**src/hw/radio_fe_pkg.sv**
```systemverilog
// shared widths, settings/readback address map and ATR state codes
// imported by every front-end module of the two-radio core
package radio_fe_pkg;

   //////////////////////////////////////////////////
   // widths
   //////////////////////////////////////////////////
   localparam int SAMPLE_W      = 32;  // I upper half, Q lower half
   localparam int SET_ADDR_W    = 8;
   localparam int SET_DATA_W    = 32;
   localparam int RB_DATA_W     = 64;
   localparam int GPIO_W        = 32;  // db gpio, fp gpio and misc words
   localparam int LED_W         = 3;
   localparam int FP_GPIO_WIDTH = 12;  // front-panel bits that exist
   localparam int ATR_W         = 2;
   localparam int IQ_CTRL_W     = 4;

   // ATR state is {tx_running, rx_running}
   localparam logic [ATR_W-1:0] ATR_IDLE = 2'd0;
   localparam logic [ATR_W-1:0] ATR_RX   = 2'd1;
   localparam logic [ATR_W-1:0] ATR_TX   = 2'd2;
   localparam logic [ATR_W-1:0] ATR_FDX  = 2'd3;

   //////////////////////////////////////////////////
   // settings addresses
   //////////////////////////////////////////////////
   localparam logic [SET_ADDR_W-1:0] REG_DB_IDLE  = 8'h00;
   localparam logic [SET_ADDR_W-1:0] REG_DB_RX    = 8'h01;
   localparam logic [SET_ADDR_W-1:0] REG_DB_TX    = 8'h02;
   localparam logic [SET_ADDR_W-1:0] REG_DB_FDX   = 8'h03;
   localparam logic [SET_ADDR_W-1:0] REG_DB_DDR   = 8'h04;
   localparam logic [SET_ADDR_W-1:0] REG_FP_IDLE  = 8'h08;
   localparam logic [SET_ADDR_W-1:0] REG_FP_RX    = 8'h09;
   localparam logic [SET_ADDR_W-1:0] REG_FP_TX    = 8'h0A;
   localparam logic [SET_ADDR_W-1:0] REG_FP_FDX   = 8'h0B;
   localparam logic [SET_ADDR_W-1:0] REG_FP_DDR   = 8'h0C;
   localparam logic [SET_ADDR_W-1:0] REG_LED_IDLE = 8'h10;
   localparam logic [SET_ADDR_W-1:0] REG_LED_RX   = 8'h11;
   localparam logic [SET_ADDR_W-1:0] REG_LED_TX   = 8'h12;
   localparam logic [SET_ADDR_W-1:0] REG_LED_FDX  = 8'h13;
   localparam logic [SET_ADDR_W-1:0] REG_MISC_OUT = 8'h18;
   localparam logic [SET_ADDR_W-1:0] REG_FP_SRC   = 8'h19;
   localparam logic [SET_ADDR_W-1:0] REG_IQ_CTRL  = 8'h1A;

   // bit positions inside REG_IQ_CTRL
   localparam int IQ_RX_SWAP = 0;
   localparam int IQ_TX_SWAP = 1;
   localparam int IQ_RX_NEGQ = 2;
   localparam int IQ_TX_NEGQ = 3;

   // readback addresses
   localparam logic [SET_ADDR_W-1:0] RB_GPIO_IN = 8'h00;  // {fp_in, db_in}
   localparam logic [SET_ADDR_W-1:0] RB_MISC_IN = 8'h01;  // {0, misc_in}
   localparam logic [SET_ADDR_W-1:0] RB_STATE   = 8'h02;  // iq_ctrl 7:4, state 1:0

endpackage

```
**src/hw/fe_settings_regs.sv**
```systemverilog
// settings register bank and readback mux for one radio front end
// writes land one cycle after the strobe, readback answers one cycle after request
`timescale 1ns/100ps

module fe_settings_regs (
   input  logic                                radio_clk,
   input  logic                                i_rst,
   input  logic                                i_set_stb,
   input  logic [radio_fe_pkg::SET_ADDR_W-1:0] i_set_addr,
   input  logic [radio_fe_pkg::SET_DATA_W-1:0] i_set_data,
   input  logic                                i_rb_stb,
   input  logic [radio_fe_pkg::SET_ADDR_W-1:0] i_rb_addr,
   input  logic [radio_fe_pkg::GPIO_W-1:0]     i_db_gpio_in,
   input  logic [radio_fe_pkg::GPIO_W-1:0]     i_fp_gpio_in,
   input  logic [radio_fe_pkg::GPIO_W-1:0]     i_misc_in,
   input  logic [radio_fe_pkg::ATR_W-1:0]      i_atr_state,
   output logic [radio_fe_pkg::GPIO_W-1:0]     o_db_atr [4],  // indexed by ATR code
   output logic [radio_fe_pkg::GPIO_W-1:0]     o_db_ddr,
   output logic [radio_fe_pkg::GPIO_W-1:0]     o_fp_atr [4],
   output logic [radio_fe_pkg::GPIO_W-1:0]     o_fp_ddr,
   output logic [radio_fe_pkg::LED_W-1:0]      o_led_atr [4],
   output logic [radio_fe_pkg::GPIO_W-1:0]     o_misc_out,
   output logic [radio_fe_pkg::GPIO_W-1:0]     o_fp_src,
   output logic [radio_fe_pkg::IQ_CTRL_W-1:0]  o_iq_ctrl,
   output logic                                o_rb_stb,
   output logic [radio_fe_pkg::RB_DATA_W-1:0]  o_rb_data
);
   import radio_fe_pkg::*;

   //////////////////////////////////////////////////
   // settings write decode
   //////////////////////////////////////////////////
   always_ff @(posedge radio_clk) begin
      if (i_rst) begin
         for (int k = 0; k < 4; k++) begin
            o_db_atr[k]  <= '0;
            o_fp_atr[k]  <= '0;
            o_led_atr[k] <= '0;
         end
         o_db_ddr   <= '0;
         o_fp_ddr   <= '0;
         o_misc_out <= '0;
         o_fp_src   <= '0;
         o_iq_ctrl  <= '0;
      end else if (i_set_stb) begin
         case (i_set_addr)
            REG_DB_IDLE:  o_db_atr[ATR_IDLE]  <= i_set_data;
            REG_DB_RX:    o_db_atr[ATR_RX]    <= i_set_data;
            REG_DB_TX:    o_db_atr[ATR_TX]    <= i_set_data;
            REG_DB_FDX:   o_db_atr[ATR_FDX]   <= i_set_data;
            REG_DB_DDR:   o_db_ddr            <= i_set_data;
            REG_FP_IDLE:  o_fp_atr[ATR_IDLE]  <= i_set_data;
            REG_FP_RX:    o_fp_atr[ATR_RX]    <= i_set_data;
            REG_FP_TX:    o_fp_atr[ATR_TX]    <= i_set_data;
            REG_FP_FDX:   o_fp_atr[ATR_FDX]   <= i_set_data;
            REG_FP_DDR:   o_fp_ddr            <= i_set_data;
            REG_LED_IDLE: o_led_atr[ATR_IDLE] <= i_set_data[LED_W-1:0];
            REG_LED_RX:   o_led_atr[ATR_RX]   <= i_set_data[LED_W-1:0];
            REG_LED_TX:   o_led_atr[ATR_TX]   <= i_set_data[LED_W-1:0];
            REG_LED_FDX:  o_led_atr[ATR_FDX]  <= i_set_data[LED_W-1:0];
            REG_MISC_OUT: o_misc_out          <= i_set_data;
            REG_FP_SRC:   o_fp_src            <= i_set_data;
            REG_IQ_CTRL:  o_iq_ctrl           <= i_set_data[IQ_CTRL_W-1:0];
            default: ;                          // unmapped, dropped
         endcase
      end
   end

   //////////////////////////////////////////////////
   // readback, one result per cycle
   //////////////////////////////////////////////////
   always_ff @(posedge radio_clk) begin
      if (i_rst) begin
         o_rb_stb  <= 1'b0;
         o_rb_data <= '0;
      end else begin
         o_rb_stb <= i_rb_stb;
         case (i_rb_addr)
            RB_GPIO_IN: o_rb_data <= {i_fp_gpio_in, i_db_gpio_in};
            RB_MISC_IN: o_rb_data <= {{(RB_DATA_W-GPIO_W){1'b0}}, i_misc_in};
            RB_STATE:   o_rb_data <= {{(RB_DATA_W-8){1'b0}}, o_iq_ctrl, 2'b00, i_atr_state};
            default:    o_rb_data <= '0;
         endcase
      end
   end

endmodule

```
**src/hw/gpio_atr.sv**
```systemverilog
// ATR word select, registers the word that matches the current rx/tx state
// instantiated once per GPIO bank and once for the LEDs
`timescale 1ns/100ps

module gpio_atr #(
   parameter int WIDTH = 32
) (
   input  logic                           radio_clk,
   input  logic                           i_rst,
   input  logic [radio_fe_pkg::ATR_W-1:0] i_state,
   input  logic [WIDTH-1:0]               i_idle,
   input  logic [WIDTH-1:0]               i_rx,
   input  logic [WIDTH-1:0]               i_tx,
   input  logic [WIDTH-1:0]               i_fdx,
   output logic [WIDTH-1:0]               o_value
);
   import radio_fe_pkg::*;

   always_ff @(posedge radio_clk) begin
      if (i_rst) begin
         o_value <= '0;
      end else begin
         case (i_state)
            ATR_IDLE: o_value <= i_idle;
            ATR_RX:   o_value <= i_rx;
            ATR_TX:   o_value <= i_tx;
            ATR_FDX:  o_value <= i_fdx;  // full duplex
         endcase
      end
   end

endmodule

```
**src/hw/iq_frontend.sv**
```systemverilog
// rx and tx sample paths, optional I/Q swap then saturating Q negation
// one sample per clock in each direction, one cycle of latency
`timescale 1ns/100ps

module iq_frontend (
   input  logic                               radio_clk,
   input  logic                               i_rst,
   input  logic [radio_fe_pkg::IQ_CTRL_W-1:0] i_iq_ctrl,
   input  logic [radio_fe_pkg::SAMPLE_W-1:0]  i_rx,
   input  logic [radio_fe_pkg::SAMPLE_W-1:0]  i_tx,
   output logic [radio_fe_pkg::SAMPLE_W-1:0]  o_rx,
   output logic [radio_fe_pkg::SAMPLE_W-1:0]  o_tx
);
   import radio_fe_pkg::*;

   localparam int HALF = SAMPLE_W / 2;

   function automatic logic [SAMPLE_W-1:0] iq_xform(
      input logic [SAMPLE_W-1:0] sample,
      input logic                swap,
      input logic                negq
   );
      logic [HALF-1:0] hi;
      logic [HALF-1:0] lo;
      hi = swap ? sample[HALF-1:0] : sample[SAMPLE_W-1:HALF];
      lo = swap ? sample[SAMPLE_W-1:HALF] : sample[HALF-1:0];
      if (negq) begin
         // most negative value has no positive twin, clip to max
         if (lo == {1'b1, {(HALF-1){1'b0}}})
            lo = {1'b0, {(HALF-1){1'b1}}};
         else
            lo = -lo;
      end
      return {hi, lo};
   endfunction

   always_ff @(posedge radio_clk) begin
      if (i_rst) begin
         o_rx <= '0;
         o_tx <= '0;
      end else begin
         o_rx <= iq_xform(i_rx, i_iq_ctrl[IQ_RX_SWAP], i_iq_ctrl[IQ_RX_NEGQ]);
         o_tx <= iq_xform(i_tx, i_iq_ctrl[IQ_TX_SWAP], i_iq_ctrl[IQ_TX_NEGQ]);
      end
   end

endmodule

```
**src/hw/db_fe_channel.sv**
```systemverilog
// one radio's front end: settings bank, three ATR selectors and the IQ path
// ATR state comes straight from the radio core running flags
`timescale 1ns/100ps

module db_fe_channel (
   input  logic                                radio_clk,
   input  logic                                i_rst,
   input  logic                                i_set_stb,
   input  logic [radio_fe_pkg::SET_ADDR_W-1:0] i_set_addr,
   input  logic [radio_fe_pkg::SET_DATA_W-1:0] i_set_data,
   input  logic                                i_rb_stb,
   input  logic [radio_fe_pkg::SET_ADDR_W-1:0] i_rb_addr,
   input  logic                                i_rx_running,
   input  logic                                i_tx_running,
   input  logic [radio_fe_pkg::SAMPLE_W-1:0]   i_rx_adc,
   input  logic [radio_fe_pkg::SAMPLE_W-1:0]   i_tx_sample,
   input  logic [radio_fe_pkg::GPIO_W-1:0]     i_db_gpio_in,
   input  logic [radio_fe_pkg::GPIO_W-1:0]     i_fp_gpio_in,
   input  logic [radio_fe_pkg::GPIO_W-1:0]     i_misc_in,
   output logic                                o_rb_stb,
   output logic [radio_fe_pkg::RB_DATA_W-1:0]  o_rb_data,
   output logic [radio_fe_pkg::SAMPLE_W-1:0]   o_rx_sample,
   output logic [radio_fe_pkg::SAMPLE_W-1:0]   o_dac,
   output logic [radio_fe_pkg::GPIO_W-1:0]     o_db_gpio_out,
   output logic [radio_fe_pkg::GPIO_W-1:0]     o_db_gpio_ddr,
   output logic [radio_fe_pkg::GPIO_W-1:0]     o_fp_gpio_out,
   output logic [radio_fe_pkg::GPIO_W-1:0]     o_fp_gpio_ddr,
   output logic [radio_fe_pkg::LED_W-1:0]      o_led,
   output logic [radio_fe_pkg::GPIO_W-1:0]     o_misc_out,
   output logic [radio_fe_pkg::GPIO_W-1:0]     o_fp_src
);
   import radio_fe_pkg::*;

   logic [ATR_W-1:0]     atr_state;
   logic [GPIO_W-1:0]    db_atr [4];
   logic [GPIO_W-1:0]    fp_atr [4];
   logic [LED_W-1:0]     led_atr [4];
   logic [IQ_CTRL_W-1:0] iq_ctrl;

   assign atr_state = {i_tx_running, i_rx_running};  // matches ATR_* codes

   fe_settings_regs i_regs (
      .radio_clk    (radio_clk),
      .i_rst        (i_rst),
      .i_set_stb    (i_set_stb),
      .i_set_addr   (i_set_addr),
      .i_set_data   (i_set_data),
      .i_rb_stb     (i_rb_stb),
      .i_rb_addr    (i_rb_addr),
      .i_db_gpio_in (i_db_gpio_in),
      .i_fp_gpio_in (i_fp_gpio_in),
      .i_misc_in    (i_misc_in),
      .i_atr_state  (atr_state),
      .o_db_atr     (db_atr),
      .o_db_ddr     (o_db_gpio_ddr),
      .o_fp_atr     (fp_atr),
      .o_fp_ddr     (o_fp_gpio_ddr),
      .o_led_atr    (led_atr),
      .o_misc_out   (o_misc_out),
      .o_fp_src     (o_fp_src),
      .o_iq_ctrl    (iq_ctrl),
      .o_rb_stb     (o_rb_stb),
      .o_rb_data    (o_rb_data)
   );

   //////////////////////////////////////////////////
   // ATR selectors
   //////////////////////////////////////////////////
   gpio_atr #(.WIDTH(GPIO_W)) i_db_atr (
      .radio_clk (radio_clk), .i_rst (i_rst), .i_state (atr_state),
      .i_idle (db_atr[ATR_IDLE]), .i_rx (db_atr[ATR_RX]),
      .i_tx (db_atr[ATR_TX]), .i_fdx (db_atr[ATR_FDX]),
      .o_value (o_db_gpio_out)
   );

   gpio_atr #(.WIDTH(GPIO_W)) i_fp_atr (
      .radio_clk (radio_clk), .i_rst (i_rst), .i_state (atr_state),
      .i_idle (fp_atr[ATR_IDLE]), .i_rx (fp_atr[ATR_RX]),
      .i_tx (fp_atr[ATR_TX]), .i_fdx (fp_atr[ATR_FDX]),
      .o_value (o_fp_gpio_out)
   );

   gpio_atr #(.WIDTH(LED_W)) i_led_atr (
      .radio_clk (radio_clk), .i_rst (i_rst), .i_state (atr_state),
      .i_idle (led_atr[ATR_IDLE]), .i_rx (led_atr[ATR_RX]),
      .i_tx (led_atr[ATR_TX]), .i_fdx (led_atr[ATR_FDX]),
      .o_value (o_led)
   );

   iq_frontend i_iq (
      .radio_clk (radio_clk),
      .i_rst     (i_rst),
      .i_iq_ctrl (iq_ctrl),
      .i_rx      (i_rx_adc),
      .i_tx      (i_tx_sample),
      .o_rx      (o_rx_sample),
      .o_tx      (o_dac)
   );

endmodule

```
**src/hw/radio_io_map.sv**
```systemverilog
// shared I/O mapping between the two radio channels and the pins
// front-panel bits come from radio 0 or 1 per radio 0's source register
`timescale 1ns/100ps

module radio_io_map (
   input  logic                            radio_clk,
   input  logic                            i_rst,
   input  logic [radio_fe_pkg::GPIO_W-1:0] i_fp_src,
   input  logic [radio_fe_pkg::GPIO_W-1:0] i_fp_out0,
   input  logic [radio_fe_pkg::GPIO_W-1:0] i_fp_ddr0,
   input  logic [radio_fe_pkg::GPIO_W-1:0] i_fp_out1,
   input  logic [radio_fe_pkg::GPIO_W-1:0] i_fp_ddr1,
   input  logic [radio_fe_pkg::GPIO_W-1:0] i_misc_out0,
   input  logic [radio_fe_pkg::GPIO_W-1:0] i_misc_out1,
   input  logic [radio_fe_pkg::GPIO_W-1:0] i_misc_in0,
   input  logic [radio_fe_pkg::GPIO_W-1:0] i_misc_in1,
   output logic [radio_fe_pkg::GPIO_W-1:0] o_fp_gpio_out,
   output logic [radio_fe_pkg::GPIO_W-1:0] o_fp_gpio_ddr,
   output logic [radio_fe_pkg::GPIO_W-1:0] o_radio0_misc_out,
   output logic [radio_fe_pkg::GPIO_W-1:0] o_radio1_misc_out,
   output logic [radio_fe_pkg::GPIO_W-1:0] o_misc_in0,
   output logic [radio_fe_pkg::GPIO_W-1:0] o_misc_in1
);
   import radio_fe_pkg::*;

   logic [GPIO_W-1:0] fp_sel_out;
   logic [GPIO_W-1:0] fp_sel_ddr;

   // bit by bit source select, bits above FP_GPIO_WIDTH stay low
   always_comb begin
      fp_sel_out = '0;
      fp_sel_ddr = '0;
      for (int b = 0; b < FP_GPIO_WIDTH; b++) begin
         fp_sel_out[b] = i_fp_src[b] ? i_fp_out1[b] : i_fp_out0[b];
         fp_sel_ddr[b] = i_fp_src[b] ? i_fp_ddr1[b] : i_fp_ddr0[b];
      end
   end

   always_ff @(posedge radio_clk) begin
      if (i_rst) begin
         o_fp_gpio_out     <= '0;
         o_fp_gpio_ddr     <= '0;
         o_radio0_misc_out <= '0;
         o_radio1_misc_out <= '0;
         o_misc_in0        <= '0;
         o_misc_in1        <= '0;
      end else begin
         o_fp_gpio_out     <= fp_sel_out;
         o_fp_gpio_ddr     <= fp_sel_ddr;
         o_radio0_misc_out <= i_misc_out0;
         o_radio1_misc_out <= i_misc_out1;
         o_misc_in0        <= i_misc_in0;  // pin side into readback
         o_misc_in1        <= i_misc_in1;
      end
   end

endmodule

```
**src/hw/radio_fe_top.sv**
```systemverilog
// top of the radio-side front end, two channels beside the shared I/O map
// settings and readback ports are driven by the radio core of each radio
`timescale 1ns/100ps

module radio_fe_top (
   input  logic                                radio_clk,
   input  logic                                i_rst,
   // radio 0
   input  logic                                i_set0_stb,
   input  logic [radio_fe_pkg::SET_ADDR_W-1:0] i_set0_addr,
   input  logic [radio_fe_pkg::SET_DATA_W-1:0] i_set0_data,
   input  logic                                i_rb0_stb,
   input  logic [radio_fe_pkg::SET_ADDR_W-1:0] i_rb0_addr,
   input  logic                                i_rx0_running,
   input  logic                                i_tx0_running,
   input  logic [radio_fe_pkg::SAMPLE_W-1:0]   i_rx0,
   input  logic [radio_fe_pkg::SAMPLE_W-1:0]   i_tx0,
   input  logic [radio_fe_pkg::GPIO_W-1:0]     i_db0_gpio_in,
   input  logic [radio_fe_pkg::GPIO_W-1:0]     i_radio0_misc_in,
   output logic                                o_rb0_stb,
   output logic [radio_fe_pkg::RB_DATA_W-1:0]  o_rb0_data,
   output logic [radio_fe_pkg::SAMPLE_W-1:0]   o_rx0,
   output logic [radio_fe_pkg::SAMPLE_W-1:0]   o_dac0,
   output logic [radio_fe_pkg::GPIO_W-1:0]     o_db0_gpio_out,
   output logic [radio_fe_pkg::GPIO_W-1:0]     o_db0_gpio_ddr,
   output logic [radio_fe_pkg::LED_W-1:0]      o_radio_led0,
   output logic [radio_fe_pkg::GPIO_W-1:0]     o_radio0_misc_out,
   // radio 1
   input  logic                                i_set1_stb,
   input  logic [radio_fe_pkg::SET_ADDR_W-1:0] i_set1_addr,
   input  logic [radio_fe_pkg::SET_DATA_W-1:0] i_set1_data,
   input  logic                                i_rb1_stb,
   input  logic [radio_fe_pkg::SET_ADDR_W-1:0] i_rb1_addr,
   input  logic                                i_rx1_running,
   input  logic                                i_tx1_running,
   input  logic [radio_fe_pkg::SAMPLE_W-1:0]   i_rx1,
   input  logic [radio_fe_pkg::SAMPLE_W-1:0]   i_tx1,
   input  logic [radio_fe_pkg::GPIO_W-1:0]     i_db1_gpio_in,
   input  logic [radio_fe_pkg::GPIO_W-1:0]     i_radio1_misc_in,
   output logic                                o_rb1_stb,
   output logic [radio_fe_pkg::RB_DATA_W-1:0]  o_rb1_data,
   output logic [radio_fe_pkg::SAMPLE_W-1:0]   o_rx1,
   output logic [radio_fe_pkg::SAMPLE_W-1:0]   o_dac1,
   output logic [radio_fe_pkg::GPIO_W-1:0]     o_db1_gpio_out,
   output logic [radio_fe_pkg::GPIO_W-1:0]     o_db1_gpio_ddr,
   output logic [radio_fe_pkg::LED_W-1:0]      o_radio_led1,
   output logic [radio_fe_pkg::GPIO_W-1:0]     o_radio1_misc_out,
   // shared front panel
   input  logic [radio_fe_pkg::GPIO_W-1:0]     i_fp_gpio_in,
   output logic [radio_fe_pkg::GPIO_W-1:0]     o_fp_gpio_out,
   output logic [radio_fe_pkg::GPIO_W-1:0]     o_fp_gpio_ddr
);
   import radio_fe_pkg::*;

   logic [GPIO_W-1:0] fp_out0, fp_ddr0, fp_out1, fp_ddr1;
   logic [GPIO_W-1:0] misc_out0, misc_out1, misc_in0, misc_in1;
   logic [GPIO_W-1:0] fp_src;  // radio 0 owns the front-panel mux

   db_fe_channel i_chan0 (
      .radio_clk (radio_clk), .i_rst (i_rst),
      .i_set_stb (i_set0_stb), .i_set_addr (i_set0_addr), .i_set_data (i_set0_data),
      .i_rb_stb (i_rb0_stb), .i_rb_addr (i_rb0_addr),
      .i_rx_running (i_rx0_running), .i_tx_running (i_tx0_running),
      .i_rx_adc (i_rx0), .i_tx_sample (i_tx0),
      .i_db_gpio_in (i_db0_gpio_in), .i_fp_gpio_in (i_fp_gpio_in), .i_misc_in (misc_in0),
      .o_rb_stb (o_rb0_stb), .o_rb_data (o_rb0_data),
      .o_rx_sample (o_rx0), .o_dac (o_dac0),
      .o_db_gpio_out (o_db0_gpio_out), .o_db_gpio_ddr (o_db0_gpio_ddr),
      .o_fp_gpio_out (fp_out0), .o_fp_gpio_ddr (fp_ddr0),
      .o_led (o_radio_led0), .o_misc_out (misc_out0), .o_fp_src (fp_src)
   );

   db_fe_channel i_chan1 (
      .radio_clk (radio_clk), .i_rst (i_rst),
      .i_set_stb (i_set1_stb), .i_set_addr (i_set1_addr), .i_set_data (i_set1_data),
      .i_rb_stb (i_rb1_stb), .i_rb_addr (i_rb1_addr),
      .i_rx_running (i_rx1_running), .i_tx_running (i_tx1_running),
      .i_rx_adc (i_rx1), .i_tx_sample (i_tx1),
      .i_db_gpio_in (i_db1_gpio_in), .i_fp_gpio_in (i_fp_gpio_in), .i_misc_in (misc_in1),
      .o_rb_stb (o_rb1_stb), .o_rb_data (o_rb1_data),
      .o_rx_sample (o_rx1), .o_dac (o_dac1),
      .o_db_gpio_out (o_db1_gpio_out), .o_db_gpio_ddr (o_db1_gpio_ddr),
      .o_fp_gpio_out (fp_out1), .o_fp_gpio_ddr (fp_ddr1),
      .o_led (o_radio_led1), .o_misc_out (misc_out1), .o_fp_src ()
   );

   radio_io_map i_io_map (
      .radio_clk         (radio_clk),
      .i_rst             (i_rst),
      .i_fp_src          (fp_src),
      .i_fp_out0         (fp_out0),
      .i_fp_ddr0         (fp_ddr0),
      .i_fp_out1         (fp_out1),
      .i_fp_ddr1         (fp_ddr1),
      .i_misc_out0       (misc_out0),
      .i_misc_out1       (misc_out1),
      .i_misc_in0        (i_radio0_misc_in),
      .i_misc_in1        (i_radio1_misc_in),
      .o_fp_gpio_out     (o_fp_gpio_out),
      .o_fp_gpio_ddr     (o_fp_gpio_ddr),
      .o_radio0_misc_out (o_radio0_misc_out),
      .o_radio1_misc_out (o_radio1_misc_out),
      .o_misc_in0        (misc_in0),
      .o_misc_in1        (misc_in1)
   );

endmodule

```
**config.mk**
```make
export PLATFORM = sky130hd
export DESIGN_NAME = radio_fe_top
export DESIGN_NICKNAME = d
export VERILOG_FILES = /design/src/hw/radio_fe_pkg.sv /design/src/hw/fe_settings_regs.sv /design/src/hw/gpio_atr.sv /design/src/hw/iq_frontend.sv /design/src/hw/db_fe_channel.sv /design/src/hw/radio_io_map.sv /design/src/hw/radio_fe_top.sv
export SDC_FILE = /design/constraint.sdc
export NUM_CORES = 2
export LEC_CHECK = 0
export ABC_AREA = 0
export BUFFER_PORTS_ARGS = -buffer_cell sky130_fd_sc_hd__buf_2
export CAP_MARGIN = 40
export CORE_AREA = 2 2 358 360
export CTS_BUF_LIST = sky130_fd_sc_hd__clkbuf_16
export CTS_CLUSTER_SIZE = 12
export DETAILED_ROUTE_END_ITERATION = 12
export DIE_AREA = 0 0 360 362
export SYNTH_ARGS = -nofsm -noshare
export SYNTH_HDL_FRONTEND = slang
export SYNTH_SLANG_ARGS = --single-unit
```
**constraint.sdc**
```tcl
create_clock -name radio_clk -period 2.7 [get_ports radio_clk]
set_input_delay 0.405 -clock radio_clk [delete_from_list [all_inputs] [get_ports radio_clk]]
set_output_delay 0.405 -clock radio_clk [all_outputs]
set_load 0.03 [all_outputs]
```
# Yosys cells after proc, flatten, opt, wreduce, memory -nomap -nowiden
# Index checks and enable logic that the tools add are counted.
word_totals:
  ff_bits: 1092
  latchBits: 0
  ramBits: 0
  romBits: 0
  inputBits: 394
  out_inout_bits: 520
  elab_cells: 191
  mem_count: 0
op_classes:
  addsub: 4
  multipliers: 0
  div_mod_pow: 0
  order_cmp: 0
  n_eq_ne: 45
  n_shift: 0
  mux: 48
  bitwise: 0
  n_reduce_logical: 39
op_table:
  columns: ["op", "n"]
  rows:
  - ["64-bit case mux with 3 select lines", 2]
  - ["16-bit 2-to-1 mux", 16]
  - ["32-bit case mux with 4 select lines", 2]
  - ["8-bit by 5-bit == test with 1-bit output (second input constant)", 13]
  - ["12-bit case mux with 4 select lines", 2]
  - ["8-bit by 4-bit == test with 1-bit output (second input constant)", 10]
  - ["2-bit AND reduction", 33]
  - ["16-bit == test (second input constant)", 4]
  - ["16-bit negator", 4]
  - ["8-bit by 2-bit == test with 1-bit output (second input constant)", 6]
  - ["8-bit by 1-bit == test with 1-bit output (second input constant)", 4]
  - ["8-bit logical NOT", 4]
  - ["1-bit 2-to-1 mux", 24]
  - ["3-bit case mux with 4 select lines", 2]
  - ["8-bit by 3-bit == test with 1-bit output (second input constant)", 2]
  - ["2-bit == test (second input constant)", 4]
  - ["2-bit by 1-bit == test with 1-bit output (second input constant)", 2]
  - ["2-bit logical NOT", 2]

# Depth between registers and ports, before layout
depth:
  depth_word: 4
  ltp_mapped: 12
  depth_no_buf: 6

# Hierarchy
# From an unflattened synthesis, not the netlist that was laid out.
unflattened:
  hier_cells: 4822
  area_unflattened_um2: 53465.0
modules_own_cells:
  columns: ["module", "instances", "cells_per_inst", "area_per_inst_um2", "seq_area_each_um2"]
  rows:
  - ["fe_settings_regs", 2, 1573, 17558.1, 9308.9]
  - ["iq_frontend", 2, 348, 3373.2, 1281.2]
  - ["gpio_atr at i_chan0.i_db_atr ...", 4, 144, 1631.6, 640.6]
  - ["radio_io_map", 1, 386, 4775.8, 3042.9]
  - ["gpio_atr at i_chan0.i_led_atr ...", 2, 9, 150.1, 60.1]

# Worst setup path after synthesis
# No wires, ideal clock.
synth_path:
  path_kind: "flip-flop to flip-flop"
  startpoint: "register i_chan0.i_regs.o_iq_ctrl[0] (netlist bit)"
  endpoint: "register i_chan0.i_iq.o_rx[10] (netlist bit)"
  setup_time_ns: 0.070
  arrival_time_ns: 2.830
  t_required_ns: 2.630
  slack_ns: -0.200
  stages_incl_launch_ff: 13
  n_path_buf: 6
  period_less_slack_ns: 2.900
  path_cell_list: "dfxtp_1 -> buf_6 -> buf_4 -> buf_2 -> buf_1 -> mux2i_1 -> ha_1 -> o221ai_1 -> or3b_4 -> or2_1 -> buf_6 -> buf_12 -> a21oi_2"
synth_via:
  elab_chain_cells: 4
  word_cells_on_any_way: 5
  classes_between: "add/sub: 1; eq/ne: 1; mux: 3"
synth_lines:
  columns: ["item", "line", "rtl"]
  rows:
  - ["start: declaration", "fe_settings_regs.sv:24", "output logic [radio_fe_pkg::IQ_CTRL_W-1:0] o_iq_ctrl,"]
  - ["start signal: assignment", "fe_settings_regs.sv:63", "REG_IQ_CTRL: o_iq_ctrl <= i_set_data[IQ_CTRL_W-1:0];"]
  - ["16-bit 2-to-1 mux (*)", "iq_frontend.sv:26", "lo = swap ? sample[SAMPLE_W-1:HALF] : sample[HALF-1:0];"]
  - ["16-bit negator / 16-bit == test (equally long branches)", "iq_frontend.sv:32, iq_frontend.sv:29", null]
  - ["16-bit 2-to-1 mux", "iq_frontend.sv:29", "if (lo == {1'b1, {(HALF-1){1'b0}}})"]
  - ["16-bit 2-to-1 mux (*)", "iq_frontend.sv:27", "if (negq) begin"]
  - ["end signal: assignment", "iq_frontend.sv:42", "o_rx <= iq_xform(i_rx, i_iq_ctrl[IQ_RX_SWAP], i_iq_ctrl[IQ_RX_NEGQ]);"]
  - ["end: declaration", "iq_frontend.sv:11", "output logic [radio_fe_pkg::SAMPLE_W-1:0] o_rx,"]
# Mark *: on every way between the ends. The rest lies on a longest branch, timed or not.
# A chain may end at the register's enable or synchronous reset.

# Worst setup path after layout
layout_path:
  startpoint: "register i_chan0.i_regs.o_iq_ctrl[0] (netlist bit)"
  endpoint: "register i_chan0.i_iq.o_rx[4] (netlist bit)"
# Same word-level chain as after synthesis.

==> run metrics <==
most instantiated cells after synthesis=dfxtp_1 (1052), nand2_1 (895), a21oi_1 (505); Clk Latency, worst-skew pair=between 700 and 800 ps; Worst EP arrival=3160 ps; Final HPWL DP=roughly 100000 um; Area growth syn-to-layout=32.6%; drt wl/cell=slightly above 20 um; final-report hold violation count=0; CTS sink count=between 1000 and 1500; crit-path cells=buf_4 -> nor3b_1 -> o221ai_1 -> or3b_4 -> or2_1 -> buf_4 -> a21oi_2; # port buffers=a little under 900; CP max stage delay=about 480 ps; Die Area=~0.13 mm2; global-route wire length before repair=roughly 210000 um; number of global-route vias before repair=roughly 33000; Post-CTS Setup Inserts=0; most frequent CP cell=buf_4; share of layout cells above drive strength 1=around 24%; detailed-route via count=roughly 34000; RR Endpoint=i_chan0.i_iq.o_rx[4]; Post-Synthesis Cells=4177; post-place setup slack=about 140 ps; startpoint types=flip-flop; buffers and inverters on the worst path=2; DRT iter0 DRCs=around 2600; Synth area leader=dfxtp_1; # setup viols final=0; drt total wl=145000 um; starting utilization of the core area=a little under a third; WS Path Type=reg2reg; Yosys warning total=0; WHS Endpoint=i_chan0.i_iq.o_tx[26]; Non-Filler Instances=7015; TritonCTS clock tree=done; clk root buf=clkbuf_16; register-to-register setup slack=~190 ps; TNS Setup=0 ps; htree depth=3; Num CTS Buffers=~110; Mean Syn Cell Area=around 9.4 um2; Leak=roughly 21 nW; Core Area=approximately 0.13 mm2; Worst setup EP type=flip-flop; number of enable flip-flop cells after synthesis=0; most common cell in the netlist=dfxtp_1; Synth async-reset ratio=0%; Primary FF master, synth=dfxtp_1; skew final=approximately 31 ps; gr usage total=between 20% and 30%; Final WS setup=roughly 190 ps; Hold Path Origin=i_tx0[10]; Min-Delay Path Depth=3; FF/Latch Area=0.0211 mm2; sequential area share after synthesis=~54%; PwrDens=roughly 630 mW/mm2; clock slew at reported path FFs=roughly 60 ps; worst relative slew slack=~44%; Fmax=about 0.4 GHz; DRT antenna net count=0; r2r startpoint=i_chan0.i_regs.o_iq_ctrl[0]; max-slew violation count=0; final period utilization=between 90 and 100%; worst hold path type=in2reg; unrepaired setup endpoints after global routing=no; total congestion overflow=0; vias per inst=approximately 4.8; minimum clock period=2510 ps; outcome=complete, no violations; TritonRoute pass-1 iters=8; Die H=approximately 360 um; critical-path maximum fanout=17; GPL Wtd Cong=0.923; max-capacitance violation count=0; Slew @ Worst Pin=839 ps; family with the most delay on the worst path=simple AND/OR/NAND/NOR gates; Clock Path Buffers=3; VDD IR max=approximately 0.47 mV; cell count of the worst reg-to-reg path=7; worst hold slack=about 58 ps; I/O pins=around 910; Fillers=roughly 12000; top post-synthesis cells by area=dfxtp_1 (54%), nand2_1 (8.6%), mux2i_1 (8.2%), a21oi_1 (6.5%), mux4_2 (5.4%); WP data required=around 3400 ps; Synth top area share=53.8%; placed cell count=around 6500; Multi-input gate area=0.0167 mm2; largest net degree at the start of global routing=~110; Critical Path Slowest Stage Cell=or3b_4; synthesized area=0.0392 mm2; Netlist cell types=a little over 70; Yosys reg bits=1052; Die X=roughly 360 um; FP Rows=131; initial antenna violation count=18; nets=between 5000 and 6000; Crit path depth=7; DRC viols=0
## cells in the final DEF, fill, tap and decap left out, types with 10 or more instances in the layout
cell           synthesis  layout
buf_12                 1      31
clkinv_2               0      10
and3_1                10      10
a21oi_1              505     505
nor2b_1              137     137
nand2_1              895     895
nor3_1                27      23
mux2i_1              319     319
conb_1                 1      40
mux2_2                10      10
clkbuf_16              0     113
clkinv_1               1      30
buf_2                 41     869
xnor2_1               35      35
buf_4                 41     100
o31ai_1               10      10
dlygate4sd3_1          0     284
mux4_2                94      94
dfxtp_1             1052    1048
o21ai_0               31      31
a21oi_2               10      10
nor2_1               372     369
and2_1               102     104
inv_1                  8      37
nand3_1               64      64
## worst max-delay path by stage
stage	startpoint	end
global placement	i_chan0.i_regs.o_iq_ctrl[0]	i_chan0.i_iq.o_rx[15]
finish	i_chan0.i_regs.o_iq_ctrl[0]	i_chan0.i_iq.o_rx[4]
floorplan	i_chan0.i_regs.o_iq_ctrl[0]	i_chan0.i_iq.o_rx[10]
detailed placement	i_chan0.i_regs.o_iq_ctrl[0]	i_chan0.i_iq.o_rx[15]
global route	i_chan1.i_regs.o_iq_ctrl[0]	i_chan1.i_iq.o_rx[14]
CTS	i_chan0.i_regs.o_iq_ctrl[0]	i_chan0.i_iq.o_rx[4]
## sequential cells by signal, indices dropped and copies added, names as in the netlist, 48 cells and up
name	flops
i_chan0.i_regs.o_db_atr	128
i_chan0.i_regs.o_fp_atr	48
i_chan0.i_regs.o_rb_data	64
i_chan1.i_regs.o_db_atr	128
i_chan1.i_regs.o_fp_atr	48
i_chan1.i_regs.o_rb_data	64
## cells by family after synthesis
logic type | after synthesis | share of synthesized area, %
adder cells (fa/ha/maj) | 4 | 0.128
multiplexers | 423 | 13.8
buffers and inverters | 366 | 4.11
flip-flops | 1052 | 53.8
XOR/XNOR | 43 | 0.962
other | 1 | 0.00958
AO/OA/AOI/OAI | 600 | 8.21
AND/OR/NAND/NOR | 1688 | 18.9
## metal layers
metal	up-vias	global-route usage [%]	routed length, um
li1	16000	-	-
met1	16400	26.2	59400
met2	1260	35.6	68400
met3	266	4.80	10700
met4	16	9.33	6060
met5	-	0	108
## cell type report
class,instances,share of cell area [%]
clock inverter,87,1.23
timing repair buffer,1285,16.5
tap,1662,4.00
multi-input combinational,2798,32.1
antenna,9,0.0434
clock buffer,113,5.44
sequential,1052,40.6
inverter,9,0.0699
## report_power, final
group,switching (mW),leakage (nW),internal (mW),total [mW]
registers,0.0663,8.53,15.7,15.8
logic,1.51,10.6,0.917,2.43
clock network,6.54,1.79,8.16,14.7
total,8.11,21.0,24.8,32.9
## stage by stage
step | cell area (um2) | total power [mW] | utilization [%]
detailed placement | 45600 | 18.2 | 36.0
CTS | 51900 | 33.2 | 41.0
global route | 51900 | 34.0 | 41.0
floorplan | 39300 | 17.2 | -
global placement | 45600 | 18.2 | 36.0
finish | 51900 | 32.9 | 41.0
## worst reg2reg max path, cell delays in order (launching register included)
cell and delay [ps]:
dfxtp_4 470, buf_4 250, nor3b_1 280, o221ai_1 270, or3b_4 480, or2_1 330
buf_4 230, a21oi_2 130
## timing repair
action                                  CTS  global route
endpoints found under the hold margin   471             0
endpoints found under the setup margin    0            11
gates resized for setup                   0             2
hold buffers                            284             0
Note: power is estimated with default switching activity, not from simulation.
